### config.mk
export PLATFORM = sky130hd
export DESIGN_NAME = ifu_top
export DESIGN_NICKNAME = d
export VERILOG_FILES = /design/src/design/ifu_pkg.sv /design/src/design/ifu_fsm.sv /design/src/design/ifu_inst_buf.sv /design/src/design/ifu_top.sv /design/src/design/inst_rom.sv
export SDC_FILE = /design/constraint.sdc
export NUM_CORES = 1
export LEC_CHECK = 0
export BUFFER_PORTS_ARGS = -buffer_cell sky130_fd_sc_hd__clkbuf_2
export CORE_AREA = 2 2 88 90
export CTS_CLUSTER_DIAMETER = 50
export DETAILED_ROUTE_END_ITERATION = 8
export DIE_AREA = 0 0 90 92
export GPL_TIMING_DRIVEN = 0
export PLACE_DENSITY = 0.85
export SLEW_MARGIN = 10
export SYNTH_ARGS = -nofsm -noshare
export SYNTH_HDL_FRONTEND = slang
export SYNTH_SLANG_ARGS = --single-unit
### constraint.sdc
create_clock -name clk -period 2.6 [get_ports clk]
set_input_delay 0 -clock clk [delete_from_list [all_inputs] [get_ports clk]]
set_output_delay 0 -clock clk [all_outputs]
set_load 0.03 [all_outputs]
### src/design/inst_rom.hex
// one 32-bit instruction word per line in hex, the first line is the word at ROM_BASE.
00500093
00a00113
002081b3
40208233
0020f2b3
0020e333
0020c3b3
00209433
0020d4b3
00302023
00002503
00208463
00c000ef
fff08093
fe0098e3
00008067

### src/design/ifu_pkg.sv
`default_nettype none

package ifu_pkg;

  // width of the pc and of the read address.
  localparam int XLEN = 32;

  // width of one instruction word.
  localparam int INST_W = 32;

  // instruction memory geometry, in words.
  localparam int ROM_DEPTH = 16;
  localparam int ROM_AW    = 4;

  // byte address that maps to word zero.
  localparam logic [XLEN-1:0] ROM_BASE = 32'h8000_0000;

  // cycles from first arvalid to arready.
  localparam int AR_WAIT = 1;
  // cycles from the address handshake to rvalid.
  localparam int R_WAIT  = 2;
  // width of the wait-state counters, wide enough for either wait.
  localparam int WAIT_CW = 4;

  // read response codes.
  localparam int RESP_W = 2;
  localparam logic [RESP_W-1:0] RESP_OKAY   = 2'b00;
  localparam logic [RESP_W-1:0] RESP_SLVERR = 2'b10;

  // memory image, relative to the directory the simulator runs in.
  localparam string ROM_FILE = "/design/src/design/inst_rom.hex";

endpackage

`default_nettype wire

### src/design/ifu_fsm.sv
`timescale 1ns/1ps
`default_nettype none

module ifu_fsm (
  input  wire  clk,
  input  wire  rst,

  // write-back side.
  input  wire  valid_pre_i,
  output logic ready_pre_o,

  // decode side.
  output logic valid_post_o,
  input  wire  ready_post_i,

  // read address request.
  output logic arvalid_o,
  input  wire  arready_i,

  // read data return.
  input  wire  rvalid_i,
  output logic rready_o,

  // load strobe for the fetch pc.
  output logic we_o
);

  // one fetch at a time, so four states cover the whole sequence.
  typedef enum logic [1:0] {
    idle         = 2'b00,
    wait_arready = 2'b01,
    wait_rvalid  = 2'b10,
    wait_ready   = 2'b11
  } state_t;

  state_t cur_state;
  state_t next_state;

  // every handshake level is a plain decode of the current state.
  assign ready_pre_o  = (cur_state == idle);
  assign arvalid_o    = (cur_state == wait_arready);
  assign rready_o     = (cur_state == wait_rvalid);
  assign valid_post_o = (cur_state == wait_ready);

  // a new pc is taken in the same cycle it is offered while idle.
  assign we_o = ready_pre_o && valid_pre_i;

  // state register.
  always_ff @(posedge clk or negedge rst) begin
    if (!rst) begin
      cur_state <= idle;
    end else begin
      cur_state <= next_state;
    end
  end

  // advance once per handshake, in channel order.
  always_comb begin
    next_state = cur_state;
    case (cur_state)
      idle: begin
        if (valid_pre_i) begin
          next_state = wait_arready;
        end
      end
      // arvalid is high here, so arready alone completes the handshake.
      wait_arready: begin
        if (arready_i) begin
          next_state = wait_rvalid;
        end
      end
      // likewise rready is high while waiting for data.
      wait_rvalid: begin
        if (rvalid_i) begin
          next_state = wait_ready;
        end
      end
      // hold the word until decode takes it.
      wait_ready: begin
        if (ready_post_i) begin
          next_state = idle;
        end
      end
      default: next_state = idle;
    endcase
  end

endmodule

`default_nettype wire

### src/design/ifu_inst_buf.sv
`timescale 1ns/1ps
`default_nettype none

module ifu_inst_buf (
  input  wire                              clk,
  input  wire                              rst,

  // pc load from the write-back handshake.
  input  wire                              we_i,
  input  wire  [ifu_pkg::XLEN-1:0]         next_pc_i,

  // read data channel, observed alongside the controller.
  input  wire                              rvalid_i,
  input  wire                              rready_i,
  input  wire  [ifu_pkg::INST_W-1:0]       rdata_i,
  input  wire  [ifu_pkg::RESP_W-1:0]       rresp_i,

  // held pc, used as the read address.
  output logic [ifu_pkg::XLEN-1:0]         fetch_pc_o,

  // payload toward decode.
  output logic [ifu_pkg::INST_W-1:0]       inst_o,
  output logic [ifu_pkg::XLEN-1:0]         inst_pc_o,
  output logic                             inst_fault_o
);

  import ifu_pkg::*;

  logic r_hs;

  // data is taken on the same edge the controller sees it.
  assign r_hs = rvalid_i && rready_i;

  // fetch pc.
  // stays put from one acceptance to the next.
  always_ff @(posedge clk or negedge rst) begin
    if (!rst) begin
      fetch_pc_o <= '0;
    end else if (we_i) begin
      fetch_pc_o <= next_pc_i;
    end
  end

  // decode payload.
  // the pc travels with its word so decode sees a matched pair.
  always_ff @(posedge clk or negedge rst) begin
    if (!rst) begin
      inst_o       <= '0;
      inst_pc_o    <= '0;
      inst_fault_o <= 1'b0;
    end else if (r_hs) begin
      inst_o       <= rdata_i;
      inst_pc_o    <= fetch_pc_o;
      // any response other than okay marks the word as faulted.
      inst_fault_o <= (rresp_i != RESP_OKAY);
    end
  end

endmodule

`default_nettype wire

### src/design/ifu_top.sv
`timescale 1ns/1ps
`default_nettype none

module ifu_top (
  input  wire                              clk,
  input  wire                              rst,

  // write-back side.
  input  wire                              valid_pre_i,
  input  wire  [ifu_pkg::XLEN-1:0]         next_pc_i,
  output logic                             ready_pre_o,

  // decode side.
  output logic                             valid_post_o,
  input  wire                              ready_post_i,
  output logic [ifu_pkg::INST_W-1:0]       inst_o,
  output logic [ifu_pkg::XLEN-1:0]         inst_pc_o,
  output logic                             inst_fault_o
);

  import ifu_pkg::*;

  // read channel between controller and memory.
  logic              arvalid;
  logic              arready;
  logic              rvalid;
  logic              rready;
  logic [INST_W-1:0] rdata;
  logic [RESP_W-1:0] rresp;

  // pc load strobe and the held fetch address.
  logic              we;
  logic [XLEN-1:0]   fetch_pc;

  // controller owns both stage handshakes.
  ifu_fsm ifu_fsm_inst (
    .clk          (clk),
    .rst          (rst),
    .valid_pre_i  (valid_pre_i),
    .ready_pre_o  (ready_pre_o),
    .valid_post_o (valid_post_o),
    .ready_post_i (ready_post_i),
    .arvalid_o    (arvalid),
    .arready_i    (arready),
    .rvalid_i     (rvalid),
    .rready_o     (rready),
    .we_o         (we)
  );

  // instruction memory.
  // the buffered pc is the read address.
  inst_rom inst_rom_inst (
    .clk       (clk),
    .rst       (rst),
    .arvalid_i (arvalid),
    .arready_o (arready),
    .araddr_i  (fetch_pc),
    .rvalid_o  (rvalid),
    .rready_i  (rready),
    .rdata_o   (rdata),
    .rresp_o   (rresp)
  );

  // buffer toward decode.
  ifu_inst_buf ifu_inst_buf_inst (
    .clk          (clk),
    .rst          (rst),
    .we_i         (we),
    .next_pc_i    (next_pc_i),
    .rvalid_i     (rvalid),
    .rready_i     (rready),
    .rdata_i      (rdata),
    .rresp_i      (rresp),
    .fetch_pc_o   (fetch_pc),
    .inst_o       (inst_o),
    .inst_pc_o    (inst_pc_o),
    .inst_fault_o (inst_fault_o)
  );

endmodule

`default_nettype wire

### src/design/inst_rom.sv
`timescale 1ns/1ps
`default_nettype none

module inst_rom (
  input  wire                              clk,
  input  wire                              rst,

  // address request.
  input  wire                              arvalid_i,
  output logic                             arready_o,
  input  wire  [ifu_pkg::XLEN-1:0]         araddr_i,

  // data return.
  output logic                             rvalid_o,
  input  wire                              rready_i,
  output logic [ifu_pkg::INST_W-1:0]       rdata_o,
  output logic [ifu_pkg::RESP_W-1:0]       rresp_o
);

  import ifu_pkg::*;

  logic [INST_W-1:0]  mem [ROM_DEPTH];

  logic [WAIT_CW-1:0] ar_cnt;
  logic [WAIT_CW-1:0] r_cnt;
  logic               r_busy;
  logic [XLEN-1:0]    offset;
  logic [ROM_AW-1:0]  index;
  logic               addr_ok;
  logic               ar_hs;
  logic               r_hs;

  // contents come from the hex image.
  initial begin
    $readmemh(ROM_FILE, mem);
  end

  // an address below the base wraps to a large offset and fails the range check.
  assign offset  = araddr_i - ROM_BASE;
  assign index   = offset[ROM_AW+1:2];
  assign addr_ok = (araddr_i[1:0] == 2'b00) && (offset < XLEN'(ROM_DEPTH * 4));

  assign ar_hs = arvalid_i && arready_o;
  assign r_hs  = rvalid_o && rready_i;

  // address wait states.
  // arready is held off while a read is still outstanding.
  always_ff @(posedge clk or negedge rst) begin
    if (!rst) begin
      arready_o <= 1'b0;
      ar_cnt    <= '0;
    end else if (ar_hs) begin
      arready_o <= 1'b0;
      ar_cnt    <= '0;
    end else if (arvalid_i && !arready_o && !r_busy) begin
      if (ar_cnt == WAIT_CW'(AR_WAIT - 1)) begin
        arready_o <= 1'b1;
      end else begin
        ar_cnt <= ar_cnt + 1'b1;
      end
    end
  end

  // data wait states.
  // rvalid holds until the requester takes the word.
  always_ff @(posedge clk or negedge rst) begin
    if (!rst) begin
      r_busy   <= 1'b0;
      r_cnt    <= '0;
      rvalid_o <= 1'b0;
    end else if (ar_hs) begin
      r_busy <= 1'b1;
      r_cnt  <= '0;
    end else if (r_hs) begin
      r_busy   <= 1'b0;
      rvalid_o <= 1'b0;
    end else if (r_busy && !rvalid_o) begin
      if (r_cnt == WAIT_CW'(R_WAIT - 1)) begin
        rvalid_o <= 1'b1;
      end else begin
        r_cnt <= r_cnt + 1'b1;
      end
    end
  end

  // word and response are fixed at address acceptance.
  // a bad address returns zero data.
  always_ff @(posedge clk) begin
    if (ar_hs) begin
      rdata_o <= addr_ok ? mem[index] : '0;
      rresp_o <= addr_ok ? RESP_OKAY : RESP_SLVERR;
    end
  end

endmodule

`default_nettype wire

# Yosys cells after proc, flatten, opt, wreduce, memory -nomap -nowiden
# Cells that the tools add are included.
totals:
  reg_bits: 144
  input_bits: 36
  output_inout_bits: 67
op_classes:
  addsub: 3
  n_lt_le_gt_ge: 1
  n_eq_ne: 11
  muxes: 21
  n_bitwise: 1
  n_reduce_logical: 25
ops:
  columns: ["operator", "n"]
  rows:
  - ["less-than comparator 32 x 7 -> 1 bit, second input constant", 1]
  - ["subtractor 32 bit, second input constant", 1]
  - ["two-way mux 4 bit", 7]
  - ["nonzero test 2 bit", 7]
  - ["two-way mux 2 bit", 5]
  - ["adder 4 x 1 -> 4 bit, second input constant", 2]
  - ["two-way mux 1 bit", 8]
  - ["!= test 2 x 1 -> 1 bit, second input constant", 4]
  - ["one-hot mux 2 bit (4 select lines)", 1]
  - ["logical AND 1 bit", 7]
  - ["!= test 2 bit, second input constant", 3]
  - ["AND reduction 3 bit", 2]
  - ["== test 2 bit, second input constant", 2]
  - ["== test 4 x 1 -> 1 bit, second input constant", 1]
  - ["logical NOT 2 bit", 2]
  - ["logical NOT 4 bit", 1]
  - ["AND reduction 2 bit", 2]
  - ["AND reduction 4 bit", 1]
  - ["logical NOT 1 bit", 3]
  - ["== test 2 x 1 -> 1 bit, second input constant", 1]
  - ["NOT 1 bit", 1]

# Logic depth before layout (Yosys ltp)
# Gate-level depths: netlist of the first run.
logic_depth:
  ltp_word: 5
  ltp_mapped: 6
  ltp_nobuf: 5

# Modules after synthesis
# From an unflattened synthesis of the first run, not the netlist that was laid out.
unflattened:
  hier_cells: 329
  area_unflattened_um2: 4814.6
by_module_without_submodules:
  columns: ["module", "instances", "cells_each", "area_each_um2"]
  rows:
  - ["ifu_inst_buf", 1, 207, 3662.3]
  - ["inst_rom", 1, 105, 952.2]
  - ["ifu_fsm", 1, 17, 200.2]

# Least setup slack after synthesis of the first run
# Ideal clock, no wire load.
synth_path:
  path_type: "register to register"
  start: "reg ifu_fsm_inst.cur_state[0]"
  end: "reg ifu_inst_buf_inst.fetch_pc_o[10] in the netlist's numbering"
  arrival_ns: 1.491
  slack_ns: 0.984
  stages_incl_launch_ff: 6
  path_buffers: 1
  period_less_slack_ns: 1.616
  path_cell_list: "dfrtp_1 inv_1 ha_1 nand2_1 buf_2 mux2_2"
synth_via:
  elab_chain_len: 2
synth_rtl:
  columns: ["item", "line", "text"]
  rows:
  - ["start, declared", "ifu_fsm.sv:36", "state_t cur_state;"]
  - ["start signal, assigned", "ifu_fsm.sv:51", "cur_state <= idle;"]
  - ["start signal, assigned", "ifu_fsm.sv:53", "cur_state <= next_state;"]
  - ["logical NOT 2 bit", "ifu_fsm.sv:40", "assign ready_pre_o = (cur_state == idle);"]
  - ["named net ready_pre_o", "ifu_top.sv:11", "output logic ready_pre_o,"]
  - ["logical AND 1 bit", "ifu_fsm.sv:46", "assign we_o = ready_pre_o && valid_pre_i;"]
  - ["end signal, assigned", "ifu_inst_buf.sv:40", "fetch_pc_o <= next_pc_i;"]
  - ["end, declared", "ifu_inst_buf.sv:19", "output logic [ifu_pkg::XLEN-1:0] fetch_pc_o,"]
# The timed path passes the listed nets, and every way through them passes these cells.
# A chain may end at the register's enable or synchronous reset.

# Final worst setup path of the first run
layout_path:
  start: "reg ifu_fsm_inst.cur_state[0]"
  end: "reg ifu_inst_buf_inst.inst_pc_o[31] in the netlist's numbering"
layout_via:
  elab_chain_len: 2
layout_rtl:
  columns: ["item", "line", "text"]
  rows:
  - ["== test 2 bit", "ifu_fsm.sv:42", "assign rready_o = (cur_state == wait_rvalid);"]
  - ["logical AND 1 bit", "ifu_inst_buf.sv:32", "assign r_hs = rvalid_i && rready_i;"]
  - ["end signal, assigned", "ifu_inst_buf.sv:53", "inst_pc_o <= fetch_pc_o;"]
  - ["end, declared", "ifu_inst_buf.sv:23", "output logic [ifu_pkg::XLEN-1:0] inst_pc_o,"]
# No other way between the ends.

==> results of run 1 <==
layout by cell type (no fill, tap or decap), types with 7 or more instances in the layout:
cell and instances:
dfrtp_1 78, clkbuf_2 69, mux2_2 65, dlygate4sd3_1 33
buf_4 32, conb_1 32, clkbuf_8 10, ha_1 9
inv_1 7, nor2b_1 7, a21oi_1 7
critical path: stages (launching register included):
cell,delay (ns)
dfrtp_1,0.38
inv_1,0.10
ha_1,0.25
nand2_1,0.24
buf_2,0.31
mux2_2,0.38
state kept, by name, summed over array words and instances, names as in the netlist:
register / flops
ifu_fsm_inst.cur_state: 2
ifu_inst_buf_inst.fetch_pc_o: 32
ifu_inst_buf_inst.inst_fault_o: 1
ifu_inst_buf_inst.inst_pc_o: 32
inst_rom_inst.ar_cnt: 4
inst_rom_inst.arready_o: 1
inst_rom_inst.r_busy: 1
inst_rom_inst.r_cnt: 4
inst_rom_inst.rresp_o: 1
inst_rom_inst.rvalid_o: 1
path summary, 6_finish.rpt:
check | start | to | slack [ns]
min in group asynchronous | rst | ifu_inst_buf_inst.inst_pc_o[5]$_DFFE_PN0N_ | 0.23
max in group asynchronous | rst | ifu_inst_buf_inst.fetch_pc_o[13]$_DFFE_PN0P_ | 1.76
worst max-delay path | ifu_fsm_inst.cur_state[0]$_DFFE_PN0P_ | ifu_inst_buf_inst.inst_pc_o[31]$_DFFE_PN0N_ | 0.84
worst max register to register | ifu_fsm_inst.cur_state[0]$_DFFE_PN0P_ | ifu_inst_buf_inst.inst_pc_o[31]$_DFFE_PN0N_ | 0.84
worst min-delay path | valid_pre_i | ifu_fsm_inst.cur_state[0]$_DFFE_PN0P_ | 0.16
worst min register to register | inst_rom_inst.rresp_o[1]$_DFFE_PP_ | ifu_inst_buf_inst.inst_fault_o$_DFFE_PN0N_ | 0.49
final cells by class:
cell class	count	area, µm²
plain buffers	38	270
clock buffers	12	145
clock inverters	4	30.0
fillers	576	2800
inverters	8	30.0
multi-input cells	166	1360
flip-flops and latches	79	1980
well taps	102	128
repair buffers	104	703
per-layer routing:
| layer | vias up | part of all wire, % | routed length [µm] | global-route usage, % |
|---|---|---|---|---|
| li1 | 1144 | - | - | - |
| met1 | 1170 | 43 | 3110 | 20.8 |
| met2 | 77 | 51 | 3650 | 31.1 |
| met3 | 7 | 5.4 | 390 | 4.68 |
| met4 | 0 | 0.76 | 55 | 5.00 |
| met5 | - | 0 | 0 | 0 |
cell usage after synthesis:
cell	instances
nand3_1	1
nor2b_1	7
mux2i_1	2
o31ai_1	2
a21oi_1	7
inv_1	7
nand4_1	3
a22o_1	1
edfxtp_1	1
mux2_1	1
clkinv_1	1
nor4_4	1
mux2_2	65
nor3b_1	2
and4_1	1
or4_1	2
nor4b_1	1
or3b_2	1
conb_1	1
nand2_1	6
nor3_1	1
nand4b_1	1
nand2b_1	2
o2bb2ai_1	1
buf_4	32
nor4_1	6
buf_2	6
dfrtp_1	78
ha_1	9
o21ai_0	5
a31oi_1	2
or3_1	3
nor2_1	1
where the power goes:
group	internal [mW]	leakage, nW	switching, mW
sequential	1.82	0.946	0.416
combinational	1.00	1.22	1.28
clock	0.377	0.0870	0.434
total	3.20	2.26	2.13
repair_timing:
action / in CTS / in global routing
buffers inserted: 0 / 0
hold buffers: 33 / 0
endpoints found under the hold margin: 66 / 0
kinds of logic (layout without fill, tap and decap cells):
kind of cell	after synthesis	in the layout	share of synthesized area [%]
other	1	32	0.107
AND/OR/NAND/NOR	39	39	7.21
adder cells (fa/ha/maj)	9	9	3.20
buffers and inverters	46	166	8.53
multiplexers	68	68	21.7
flip-flops	79	79	56.3
AO/OA/AOI/OAI	18	18	2.98
==> results.sh, run 1 <==
export IMPL_insertion_delay_ns=0.34
export IMPL_final_nets=451
export IMPL_syn_avg_cell_area_um2=13.5
export IMPL_synth_seq_area_share_pct=56.3
export IMPL_final_hold_viol_count=0
export IMPL_cp_max_fo=10
export IMPL_cts_root_buf="clkbuf_8"
export IMPL_die_h_um=92
export IMPL_fmax_ghz=0.568
export IMPL_overflow=0
export IMPL_total_power_mw=5.32
export IMPL_drive_above_1_share_pct=46.2
export IMPL_cts_sinks=79
export IMPL_rsz0062_at_grt="false"
export IMPL_drtIter0Drc=99
export IMPL_ys_ff_latch=79
export IMPL_die_w_um=90
export IMPL_portBuffers=70
export IMPL_criticalPathCategory="reg -> reg"
export IMPL_via_per_inst=4.67
export IMPL_hold_path_depth=4
export IMPL_antenna_left=0
export IMPL_numCtsBuffers=9
export IMPL_drv_cap=0
export IMPL_netlist_top_cell_by_area="dfrtp_1"
export IMPL_vdd_drop_max_uv=844
export IMPL_die_area_um2=8280
export IMPL_grt_pass1_wl_mm=11.6
export IMPL_grt_total_usage_pct=17.5
export IMPL_setup_viol=0
export IMPL_outcome="finished, final reports clean"
export IMPL_firstDrtPassIters=4
export IMPL_place_ws_ns=0.835
export IMPL_postRouteWirelength_mm=7.20
export IMPL_start_util_pct=47.3
export IMPL_drv_slew=0
export IMPL_ioPinCount=103
export IMPL_vias=2398
export IMPL_grt_pass1_vias=2494
export IMPL_final_util_pct=62.3
export IMPL_globalplace_congestion=0.770
export IMPL_yosys_warnings=0
export IMPL_clkTransAtPathRegs_ns=0.08
export IMPL_grt_max_degree=45
export IMPL_rr_worst_depth=5
export IMPL_p_per_area_nw_per_um2=1150
export IMPL_finalWorstSetupSlack_ns=0.839
export IMPL_post_route_min_period_ns=1.76
export IMPL_hp_class="in -> reg"
export IMPL_clockBufferDepth=2
export IMPL_wl_per_cell_um=14.0
export IMPL_cp_required_ns=2.83
export IMPL_period_share_pct=67.7
export IMPL_antenna_found_initial=0
export IMPL_core_area_um2=7450
export IMPL_final_cell_count_no_fill=513
export IMPL_synth_area_um2=3520
export IMPL_fin_area_um2=4640
export IMPL_synthCells=260
export IMPL_synth_cell_type_count=33
export IMPL_synth_area_leaders="dfrtp_1 (55%), mux2_2 (21%), buf_4 (6.8%), ha_1 (3.2%), nor2b_1 (1.2%)"
export IMPL_antenna_cells=0
export IMPL_hpwlAfterDp_mm=4.94
export IMPL_cts_resized=0
export IMPL_cp_arrival_ns=1.99
export IMPL_start_kind="flop"
export IMPL_endpoint_kind="flop"
export IMPL_row_count=32
export IMPL_yosysTopAreaCellShare_pct=55.4
export IMPL_place_area_um2=4140
export IMPL_dp_cells=464
export IMPL_leakagePower_nw=2.26
export IMPL_cts_tree="done"
export IMPL_hold_ws_ns=0.157
export IMPL_htreeDepth=3
export IMPL_setup_tns_final_ns=0
export IMPL_post_route_drc_count=0
export IMPL_fin_skew_ns=0.0130
export IMPL_area_delta_synth_final_pct=31.9
Power figures use the tool's default switching activity.
==> inputs of run 2 (changes only) <==
--- a/config.mk
+++ b/config.mk
@@ -5,13 +5,14 @@
 export SDC_FILE = /design/constraint.sdc
 export NUM_CORES = 1
 export LEC_CHECK = 0
+export ABC_AREA = 1
 export BUFFER_PORTS_ARGS = -buffer_cell sky130_fd_sc_hd__clkbuf_2
-export CORE_AREA = 2 2 88 90
+export CORE_AREA = 2 2 91 93
 export CTS_CLUSTER_DIAMETER = 50
 export DETAILED_ROUTE_END_ITERATION = 8
-export DIE_AREA = 0 0 90 92
+export DIE_AREA = 0 0 93 95
 export GPL_TIMING_DRIVEN = 0
-export PLACE_DENSITY = 0.85
+export PLACE_DENSITY = 0.84
 export SLEW_MARGIN = 10
 export SYNTH_ARGS = -nofsm -noshare
 export SYNTH_HDL_FRONTEND = slang
==> constraint.sdc (replaced) <==
create_clock -name clk -period 1.4 [get_ports clk]
set_input_delay 0 -clock clk [delete_from_list [all_inputs] [get_ports clk]]
set_output_delay 0 -clock clk [all_outputs]
set_load 0.03 [all_outputs]
==> results.sh, run 2 <==
export IMPL_grt_pass1_wl_mm=13.7
export IMPL_syn_avg_cell_area_um2=9.64
export IMPL_outcome="complete, but fails checks"
export IMPL_cts_root_buf="clkbuf_8"
export IMPL_antenna_found_initial=0
export IMPL_r2r_slack_ns=-0.03
export IMPL_synthTopCellsByCount="nand2_1 (93), dfrtp_1 (78), buf_4 (38)"
export IMPL_setup_viol=5
export IMPL_globalplace_congestion=0.799
export IMPL_rsz0062_at_grt="true"
export IMPL_async_reset_ff_share_pct=98.7
export IMPL_share_comb_of_total_power_pct=46.9
export IMPL_numCtsBuffers=9
export IMPL_criticalPathCategory="reg -> reg"
export IMPL_post_route_min_period_ns=1.43
export IMPL_cp_arrival_ns=1.70
export IMPL_drtIter0Drc=150
export IMPL_slew_headroom_pct=65.3
export IMPL_seqPwrFrac_pct=36.5
export IMPL_core_area_um2=7930
export IMPL_reg2reg_from="ifu_fsm_inst.cur_state[1]$_DFFE_PN0P_"
export IMPL_antenna_cells=0
export IMPL_critPathLaunch="ifu_fsm_inst.cur_state[1]$_DFFE_PN0P_"
export IMPL_synth_seq_area_share_pct=55.4
export IMPL_p_switching_mw=4.93
export IMPL_hold_path_depth=7
export IMPL_drv_cap=0
export IMPL_vias=2999
export IMPL_regArea_um2=1980
export IMPL_leakagePower_nw=2.70
export IMPL_place_ws_ns=-0.126
export IMPL_setup_tns_final_ns=-0.0536
export IMPL_hp_class="in -> reg"
export IMPL_htreeDepth=3
export IMPL_netlist_top_cell_by_area="dfrtp_1"
export IMPL_layout_common_cells="nand2_1 (90), dfrtp_1 (77), clkbuf_2 (71)"
export IMPL_yosys_warnings=0
export IMPL_die_h_um=95
export IMPL_synth_cell_type_count=26
export IMPL_yosysMostFrequentCell="nand2_1"
export IMPL_cp_required_ns=1.67
export IMPL_post_route_drc_count=0
export IMPL_nFillCells=589
export IMPL_grt_total_usage_pct=20.0
export IMPL_overflow=0
export IMPL_final_nets=573
export IMPL_cts_tree="done"
export IMPL_start_util_pct=45.1
export IMPL_cp_max_fo=10
export IMPL_max_slew_worst_pin_slew_ns=0.520
export IMPL_ys_ff_latch=79
export IMPL_swShare_pct=43.3
export IMPL_finalWorstSetupSlack_ns=-0.0336
export IMPL_antenna_left=0
export IMPL_synth_area_um2=3580
export IMPL_clockBufferDepth=2
export IMPL_multiInputGateArea_um2=1430
export IMPL_final_hold_viol_count=0
export IMPL_p_per_area_nw_per_um2=2250
export IMPL_portBuffers=70
export IMPL_synth_area_leaders="dfrtp_1 (55%), nand2_1 (9.8%), buf_4 (8.0%), mux2_2 (5.4%), ha_1 (3.1%)"
export IMPL_power_internal_mw=6.46
export IMPL_postRouteWirelength_mm=9.25
export IMPL_min_to="ifu_fsm_inst.cur_state[0]$_DFFE_PN0P_"
export IMPL_fin_skew_ns=0.00998
export IMPL_clkTransAtPathRegs_ns=0.08
export IMPL_die_area_um2=8840
export IMPL_firstDrtPassIters=4
export IMPL_min_from="ready_post_i"
export IMPL_area_delta_synth_final_pct=41.7
export IMPL_top_regs="ifu_inst_buf_inst.fetch_pc_o (32), ifu_inst_buf_inst.inst_pc_o (32)"
export IMPL_die_w_um=93
export IMPL_synthCells=371
export IMPL_cts_sinks=79
export IMPL_ioPinCount=103
export IMPL_synthFlopType="dfrtp_1"
export IMPL_clockPowerShare_pct=16.6
export IMPL_grt_max_degree=43
export IMPL_endpoint_kind="flop"
export IMPL_rr_worst_depth=6
export IMPL_wl_per_cell_um=14.5
export IMPL_drv_slew=0
export IMPL_hpwlAfterDp_mm=5.56
export IMPL_failed_checks="negative setup slack"
export IMPL_grt_pass1_vias=2891
export IMPL_period_share_pct=102
export IMPL_via_per_inst=4.70
export IMPL_insertion_delay_ns=0.36
export IMPL_final_common_cell="nand2_1"
export IMPL_yosysTopAreaCellShare_pct=54.6
export IMPL_drive_above_1_share_pct=35.5
export IMPL_synth_edf_count=1
export IMPL_start_kind="flop"
export IMPL_vdd_drop_max_uv=1560
export IMPL_row_count=33
export IMPL_fmax_ghz=0.698
export IMPL_r2r_end="ifu_inst_buf_inst.fetch_pc_o[1]$_DFFE_PN0P_"
## run 2: metrics by stage
stage	util [%]	cell area, µm²	cells	hold slack [ns]	power [mW]
after global routing	63.9	5070	638	0.192	12.1
after global placement	52.8	4190	577	0.233	8.32
after floorplan	-	3700	402	-0.296	7.31
after detailed placement	53.1	4210	578	0.0297	8.60
after CTS	60.4	4790	629	0.139	10.6
final	63.9	5070	638	0.169	11.4
## run 2: per-layer routing
layer / GRT usage [%] / routed length [µm]
met5: 0 / 0
met4: 6.50 / 193
met3: 4.63 / 468
met2: 36.5 / 4920
met1: 23.3 / 3670
## run 2: worst max-delay path by stage
stage	to	slack, ns	depth (start not counted)
final	ifu_inst_buf_inst.fetch_pc_o[1]$_DFFE_PN0P_	-0.03	6
after global routing	ifu_inst_buf_inst.fetch_pc_o[1]$_DFFE_PN0P_	-0.11	7
after global placement	inst_rom_inst.ar_cnt[2]$_DFFE_PN0P_	-0.31	1
after detailed placement	ifu_inst_buf_inst.inst_pc_o[14]$_DFFE_PN0N_	-0.13	7
after CTS	ifu_inst_buf_inst.fetch_pc_o[9]$_DFFE_PN0P_	-0.01	5
after floorplan	ifu_inst_buf_inst.fetch_pc_o[26]$_DFFE_PN0P_	0.03	7
## run 2: layout make-up
type / instances / area share (%)
Buffer: 45 / 7.45
Inverter: 29 / 2.20
Tap cell: 105 / 2.59
Clock buffer: 10 / 2.52
Timing Repair Buffer: 115 / 16.0
Clock inverter: 6 / 1.83
Multi-Input combinational cell: 249 / 28.3
Sequential cell: 79 / 39.1
## run 2: what timing repair did
item,4_1_cts,5_1_grt
hold buffers,33,0
gates cloned,0,2
endpoints found under the setup margin,75,63
resized for setup,8,56
hold endpoints to repair,68,0
setup buffers,2,7
pin swaps,0,4
## run 2: kinds of logic after synthesis
family	synth area share, %
AOI/OAI and AO/OA	6.58
xor gates and xnor gates	0.490
adders and majority gates	3.15
buffers and inverters	12.3
DFF	55.4
muxes	5.35
other	0.105
and+or+nand+nor	16.6
## run 2: power by group through the flow
stage               combinational (mW)  sequential (mW)  clock (mW)
floorplan                         2.50             4.82           0
global placement                  4.31             4.02           0
detailed placement                4.51             4.10           0
CTS                               4.66             4.07        1.89
global route                      5.83             4.27        2.00
finish                            5.34             4.16        1.89
## run 2: worst max-delay path: stages, from the launching register on
cell,delay (ns)
dfrtp_1,0.44
inv_2,0.14
ha_4,0.18
nand2_8,0.08
buf_8,0.14
buf_6,0.14
a21oi_1,0.21
==> inputs of run 3 (changes only) <==
--- a/config.mk
+++ b/config.mk
@@ -7,13 +7,14 @@
 export LEC_CHECK = 0
 export ABC_AREA = 1
 export BUFFER_PORTS_ARGS = -buffer_cell sky130_fd_sc_hd__clkbuf_2
-export CORE_AREA = 2 2 91 93
+export CORE_AREA = 2 2 103 105
 export CTS_CLUSTER_DIAMETER = 50
 export DETAILED_ROUTE_END_ITERATION = 8
-export DIE_AREA = 0 0 93 95
+export DIE_AREA = 0 0 105 107
 export GPL_TIMING_DRIVEN = 0
 export PLACE_DENSITY = 0.84
 export SLEW_MARGIN = 10
 export SYNTH_ARGS = -nofsm -noshare
 export SYNTH_HDL_FRONTEND = slang
+export SYNTH_HIERARCHICAL = 1
 export SYNTH_SLANG_ARGS = --single-unit
==> results.sh, run 3 <==
export IMPL_outcome="finished, final reports clean"
export IMPL_syn_avg_cell_area_um2=8.92
export IMPL_drv_cap=0
export IMPL_synthAdderAreaFrac_pct=2.08
export IMPL_grt_pass1_wl_mm=18.3
export IMPL_globalplace_congestion=0.798
export IMPL_hpwlAfterDp_mm=7.28
export IMPL_postRouteWirelength_mm=11.3
export IMPL_post_route_drc_count=0
export IMPL_yosysTopAreaCellShare_pct=57.1
export IMPL_clockBufferDepth=2
export IMPL_setup_viol=0
export IMPL_grt_max_degree=111
export IMPL_area_delta_synth_final_pct=31.9
export IMPL_cp_max_fo=10
export IMPL_min_from="ready_post_i"
export IMPL_drive_above_1_share_pct=27.8
export IMPL_period_share_pct=97.9
export IMPL_finalWorstSetupSlack_ns=0.0288
export IMPL_place_area_um2=5640
export IMPL_core_area_um2=10100
export IMPL_regArea_um2=2780
export IMPL_ioPinCount=103
export IMPL_hp_class="in -> reg"
export IMPL_grt_total_usage_pct=20.2
export IMPL_grt_pass1_vias=4060
export IMPL_row_count=37
export IMPL_cts_root_buf="clkbuf_8"
export IMPL_vdd_drop_max_uv=1310
export IMPL_reg2reg_from="ifu_fsm_inst/cur_state[1]$_DFFE_PN0P_"
export IMPL_slew_headroom_pct=43.0
export IMPL_wl_per_cell_um=13.1
export IMPL_async_reset_ff_share_pct=99.1
export IMPL_synthCells=541
export IMPL_start_util_pct=47.8
export IMPL_rsz0062_at_grt="true"
export IMPL_setup_tns_final_ns=0
export IMPL_die_area_um2=11200
export IMPL_clkTransAtPathRegs_ns=0.11
export IMPL_insertion_delay_ns=0.38
export IMPL_cts_sinks=111
export IMPL_cts_tree="done"
export IMPL_vias=4104
export IMPL_place_ws_ns=-0.194
export IMPL_synthTopCellsByCount="nand2_1 (195), dfrtp_1 (110), o21ai_0 (67)"
export IMPL_via_per_inst=4.73
export IMPL_start_kind="flop"
export IMPL_portBuffers=102
export IMPL_max_slew_worst_pin_slew_ns=0.856
export IMPL_htreeDepth=3
export IMPL_synth_top_family_by_area="simple AND/OR/NAND/NOR gates"
export IMPL_r2r_end="ifu_inst_buf_inst/fetch_pc_o[1]$_DFFE_PN0P_"
export IMPL_synthXorXnorAreaFrac_pct=0.182
export IMPL_ys_ff_latch=111
export IMPL_synth_area_um2=4820
export IMPL_yosys_area_share_simple_pct=19.8
export IMPL_cp_required_ns=1.65
export IMPL_synth_compound_area_share_pct=8.25
export IMPL_hold_ws_ns=0.0673
export IMPL_hold_path_depth=6
export IMPL_overflow=0
export IMPL_fmax_ghz=0.729
export IMPL_yosysMostFrequentCell="nand2_1"
export IMPL_netlist_top_cell_by_area="dfrtp_1"
export IMPL_firstDrtPassIters=4
export IMPL_final_util_pct=63.0
export IMPL_synth_area_leaders="dfrtp_1 (57%), nand2_1 (15%), o21ai_0 (7.0%), buf_4 (5.1%), inv_1 (3.9%)"
export IMPL_top_regs="ifu_inst_buf_inst/fetch_pc_o (32), ifu_inst_buf_inst/inst_o (32), ifu_inst_buf_inst/inst_pc_o (32)"
export IMPL_antenna_found_initial=0
export IMPL_final_nets=770
export IMPL_min_to="ifu_fsm_inst/cur_state[0]$_DFFE_PN0P_"
export IMPL_final_hold_viol_count=0
export IMPL_rr_worst_depth=8
export IMPL_synth_edf_count=1
export IMPL_drtIter0Drc=231
export IMPL_cp_arrival_ns=1.63
export IMPL_leakagePower_nw=3.45
export IMPL_endpoint_kind="flop"
export IMPL_die_w_um=105
export IMPL_synth_cell_type_count=25
export IMPL_r2r_slack_ns=0.03
export IMPL_layout_common_cells="nand2_1 (193), dfrtp_1 (110), clkbuf_2 (102)"
export IMPL_antenna_cells=0
export IMPL_synth_seq_area_share_pct=57.7
export IMPL_yosys_warnings=6
export IMPL_criticalPathCategory="reg -> reg"
export IMPL_fin_skew_ns=0.0223
export IMPL_die_h_um=107
export IMPL_p_per_area_nw_per_um2=2270
export IMPL_numCtsBuffers=9
export IMPL_antenna_left=0
export IMPL_final_common_cell="nand2_1"
export IMPL_synth_mux_area_share_pct=0
export IMPL_nFillCells=849
export IMPL_post_route_min_period_ns=1.37
export IMPL_drv_slew=0
export IMPL_multiInputGateArea_um2=1650
export IMPL_fin_area_um2=6360
export IMPL_synthFlopType="dfrtp_1"
==> run 3: changes by cell type in the layout (fill, tap and decap cells not counted), sizes merged, moves of 2 or more <==
cell,change
nand2,+105
o21ai,+49
clkbuf,+34
dfrtp,+32
inv,+23
mux2,-17
a21oi,-13
nor2,-7
clkinv,+3
nand3,-3
bufinv,-2
==> run 3: critical path, stage by stage, from the launching register on <==
cell     delay, ns
dfrtp_1       0.44
inv_2         0.08
ha_4          0.17
nand2_1       0.06
inv_2         0.06
buf_6         0.14
buf_6         0.14
nand2_1       0.08
o21ai_0       0.10
==> run 3: cell type report <==
type,count,share of cell area (%)
flip-flops and latches,111,43.7
multi-input cells,358,26.0
repair buffers,141,14.4
plain buffers,54,7.04
inverters,51,3.01
well taps,136,2.68
clock buffers,9,1.95
clock inverters,7,1.20
==> run 3: worst max path at each step <==
| stage | end | cells after the start | startpoint | slack [ns] |
|---|---|---|---|---|
| after floorplan | ifu_inst_buf_inst/fetch_pc_o[10]$_DFFE_PN0P_ | 7 | ifu_fsm_inst/cur_state[0]$_DFFE_PN0P_ | 0.008 |
| after global placement | ifu_inst_buf_inst/inst_pc_o[25]$_DFFE_PN0P_ | 1 | rst | -1.10 |
| after detailed placement | ifu_inst_buf_inst/fetch_pc_o[10]$_DFFE_PN0P_ | 7 | ifu_fsm_inst/cur_state[0]$_DFFE_PN0P_ | -0.19 |
| after CTS | ifu_inst_buf_inst/fetch_pc_o[29]$_DFFE_PN0P_ | 8 | ifu_fsm_inst/cur_state[1]$_DFFE_PN0P_ | 0.006 |
| after global routing | ifu_inst_buf_inst/inst_o[11]$_DFFE_PN0P_ | 7 | ifu_fsm_inst/cur_state[1]$_DFFE_PN0P_ | -0.02 |
| final | ifu_inst_buf_inst/fetch_pc_o[1]$_DFFE_PN0P_ | 8 | ifu_fsm_inst/cur_state[1]$_DFFE_PN0P_ | 0.03 |
==> run 3: metrics by stage <==
stage / instances / total power [mW]
global route: 867 / 15.5
floorplan: 573 / 9.99
finish: 867 / 14.4
detailed placement: 811 / 11.9
CTS: 864 / 14.1
global placement: 811 / 11.6
==> run 3: kinds of logic (layout without fill, tap and decap cells) <==
kind of cell	count (synthesis)	after routing
other	1	33
flip-flops	111	111
AND/OR/NAND/NOR	237	238
XOR/XNOR	1	1
buffers and inverters	105	262
AO/OA/AOI/OAI	78	78
adder cells (fa/ha/maj)	8	8
==> run 3: timing repair <==
item / CTS / global route
gates resized for setup: 18 / 41
hold endpoints to repair: 142 / 0
hold buffers: 33 / 0
pin swaps: 0 / 2
endpoints found under the setup margin: 96 / 97
gates cloned: 1 / 2
buffers inserted: 3 / 1
==> run 3: layer usage <==
| layer | vias up | GRT usage (%) | routed length, µm | part of all wire (%) |
|---|---|---|---|---|
| met5 | - | 0 | 0 | 0 |
| met1 | 1948 | 24.9 | 4680 | 41 |
| met4 | 0 | 10.4 | 388 | 3.4 |
| met3 | 37 | 2.74 | 451 | 4.0 |
| met2 | 138 | 34.7 | 5800 | 51 |
| li1 | 1981 | - | - | - |
==> run 3: report_power, final <==
group          total, mW  internal [mW]  switching (mW)
logic               6.93           2.32            4.61
clock network       1.87          0.703            1.17
registers           5.64           4.68           0.960
total               14.4           7.70            6.73
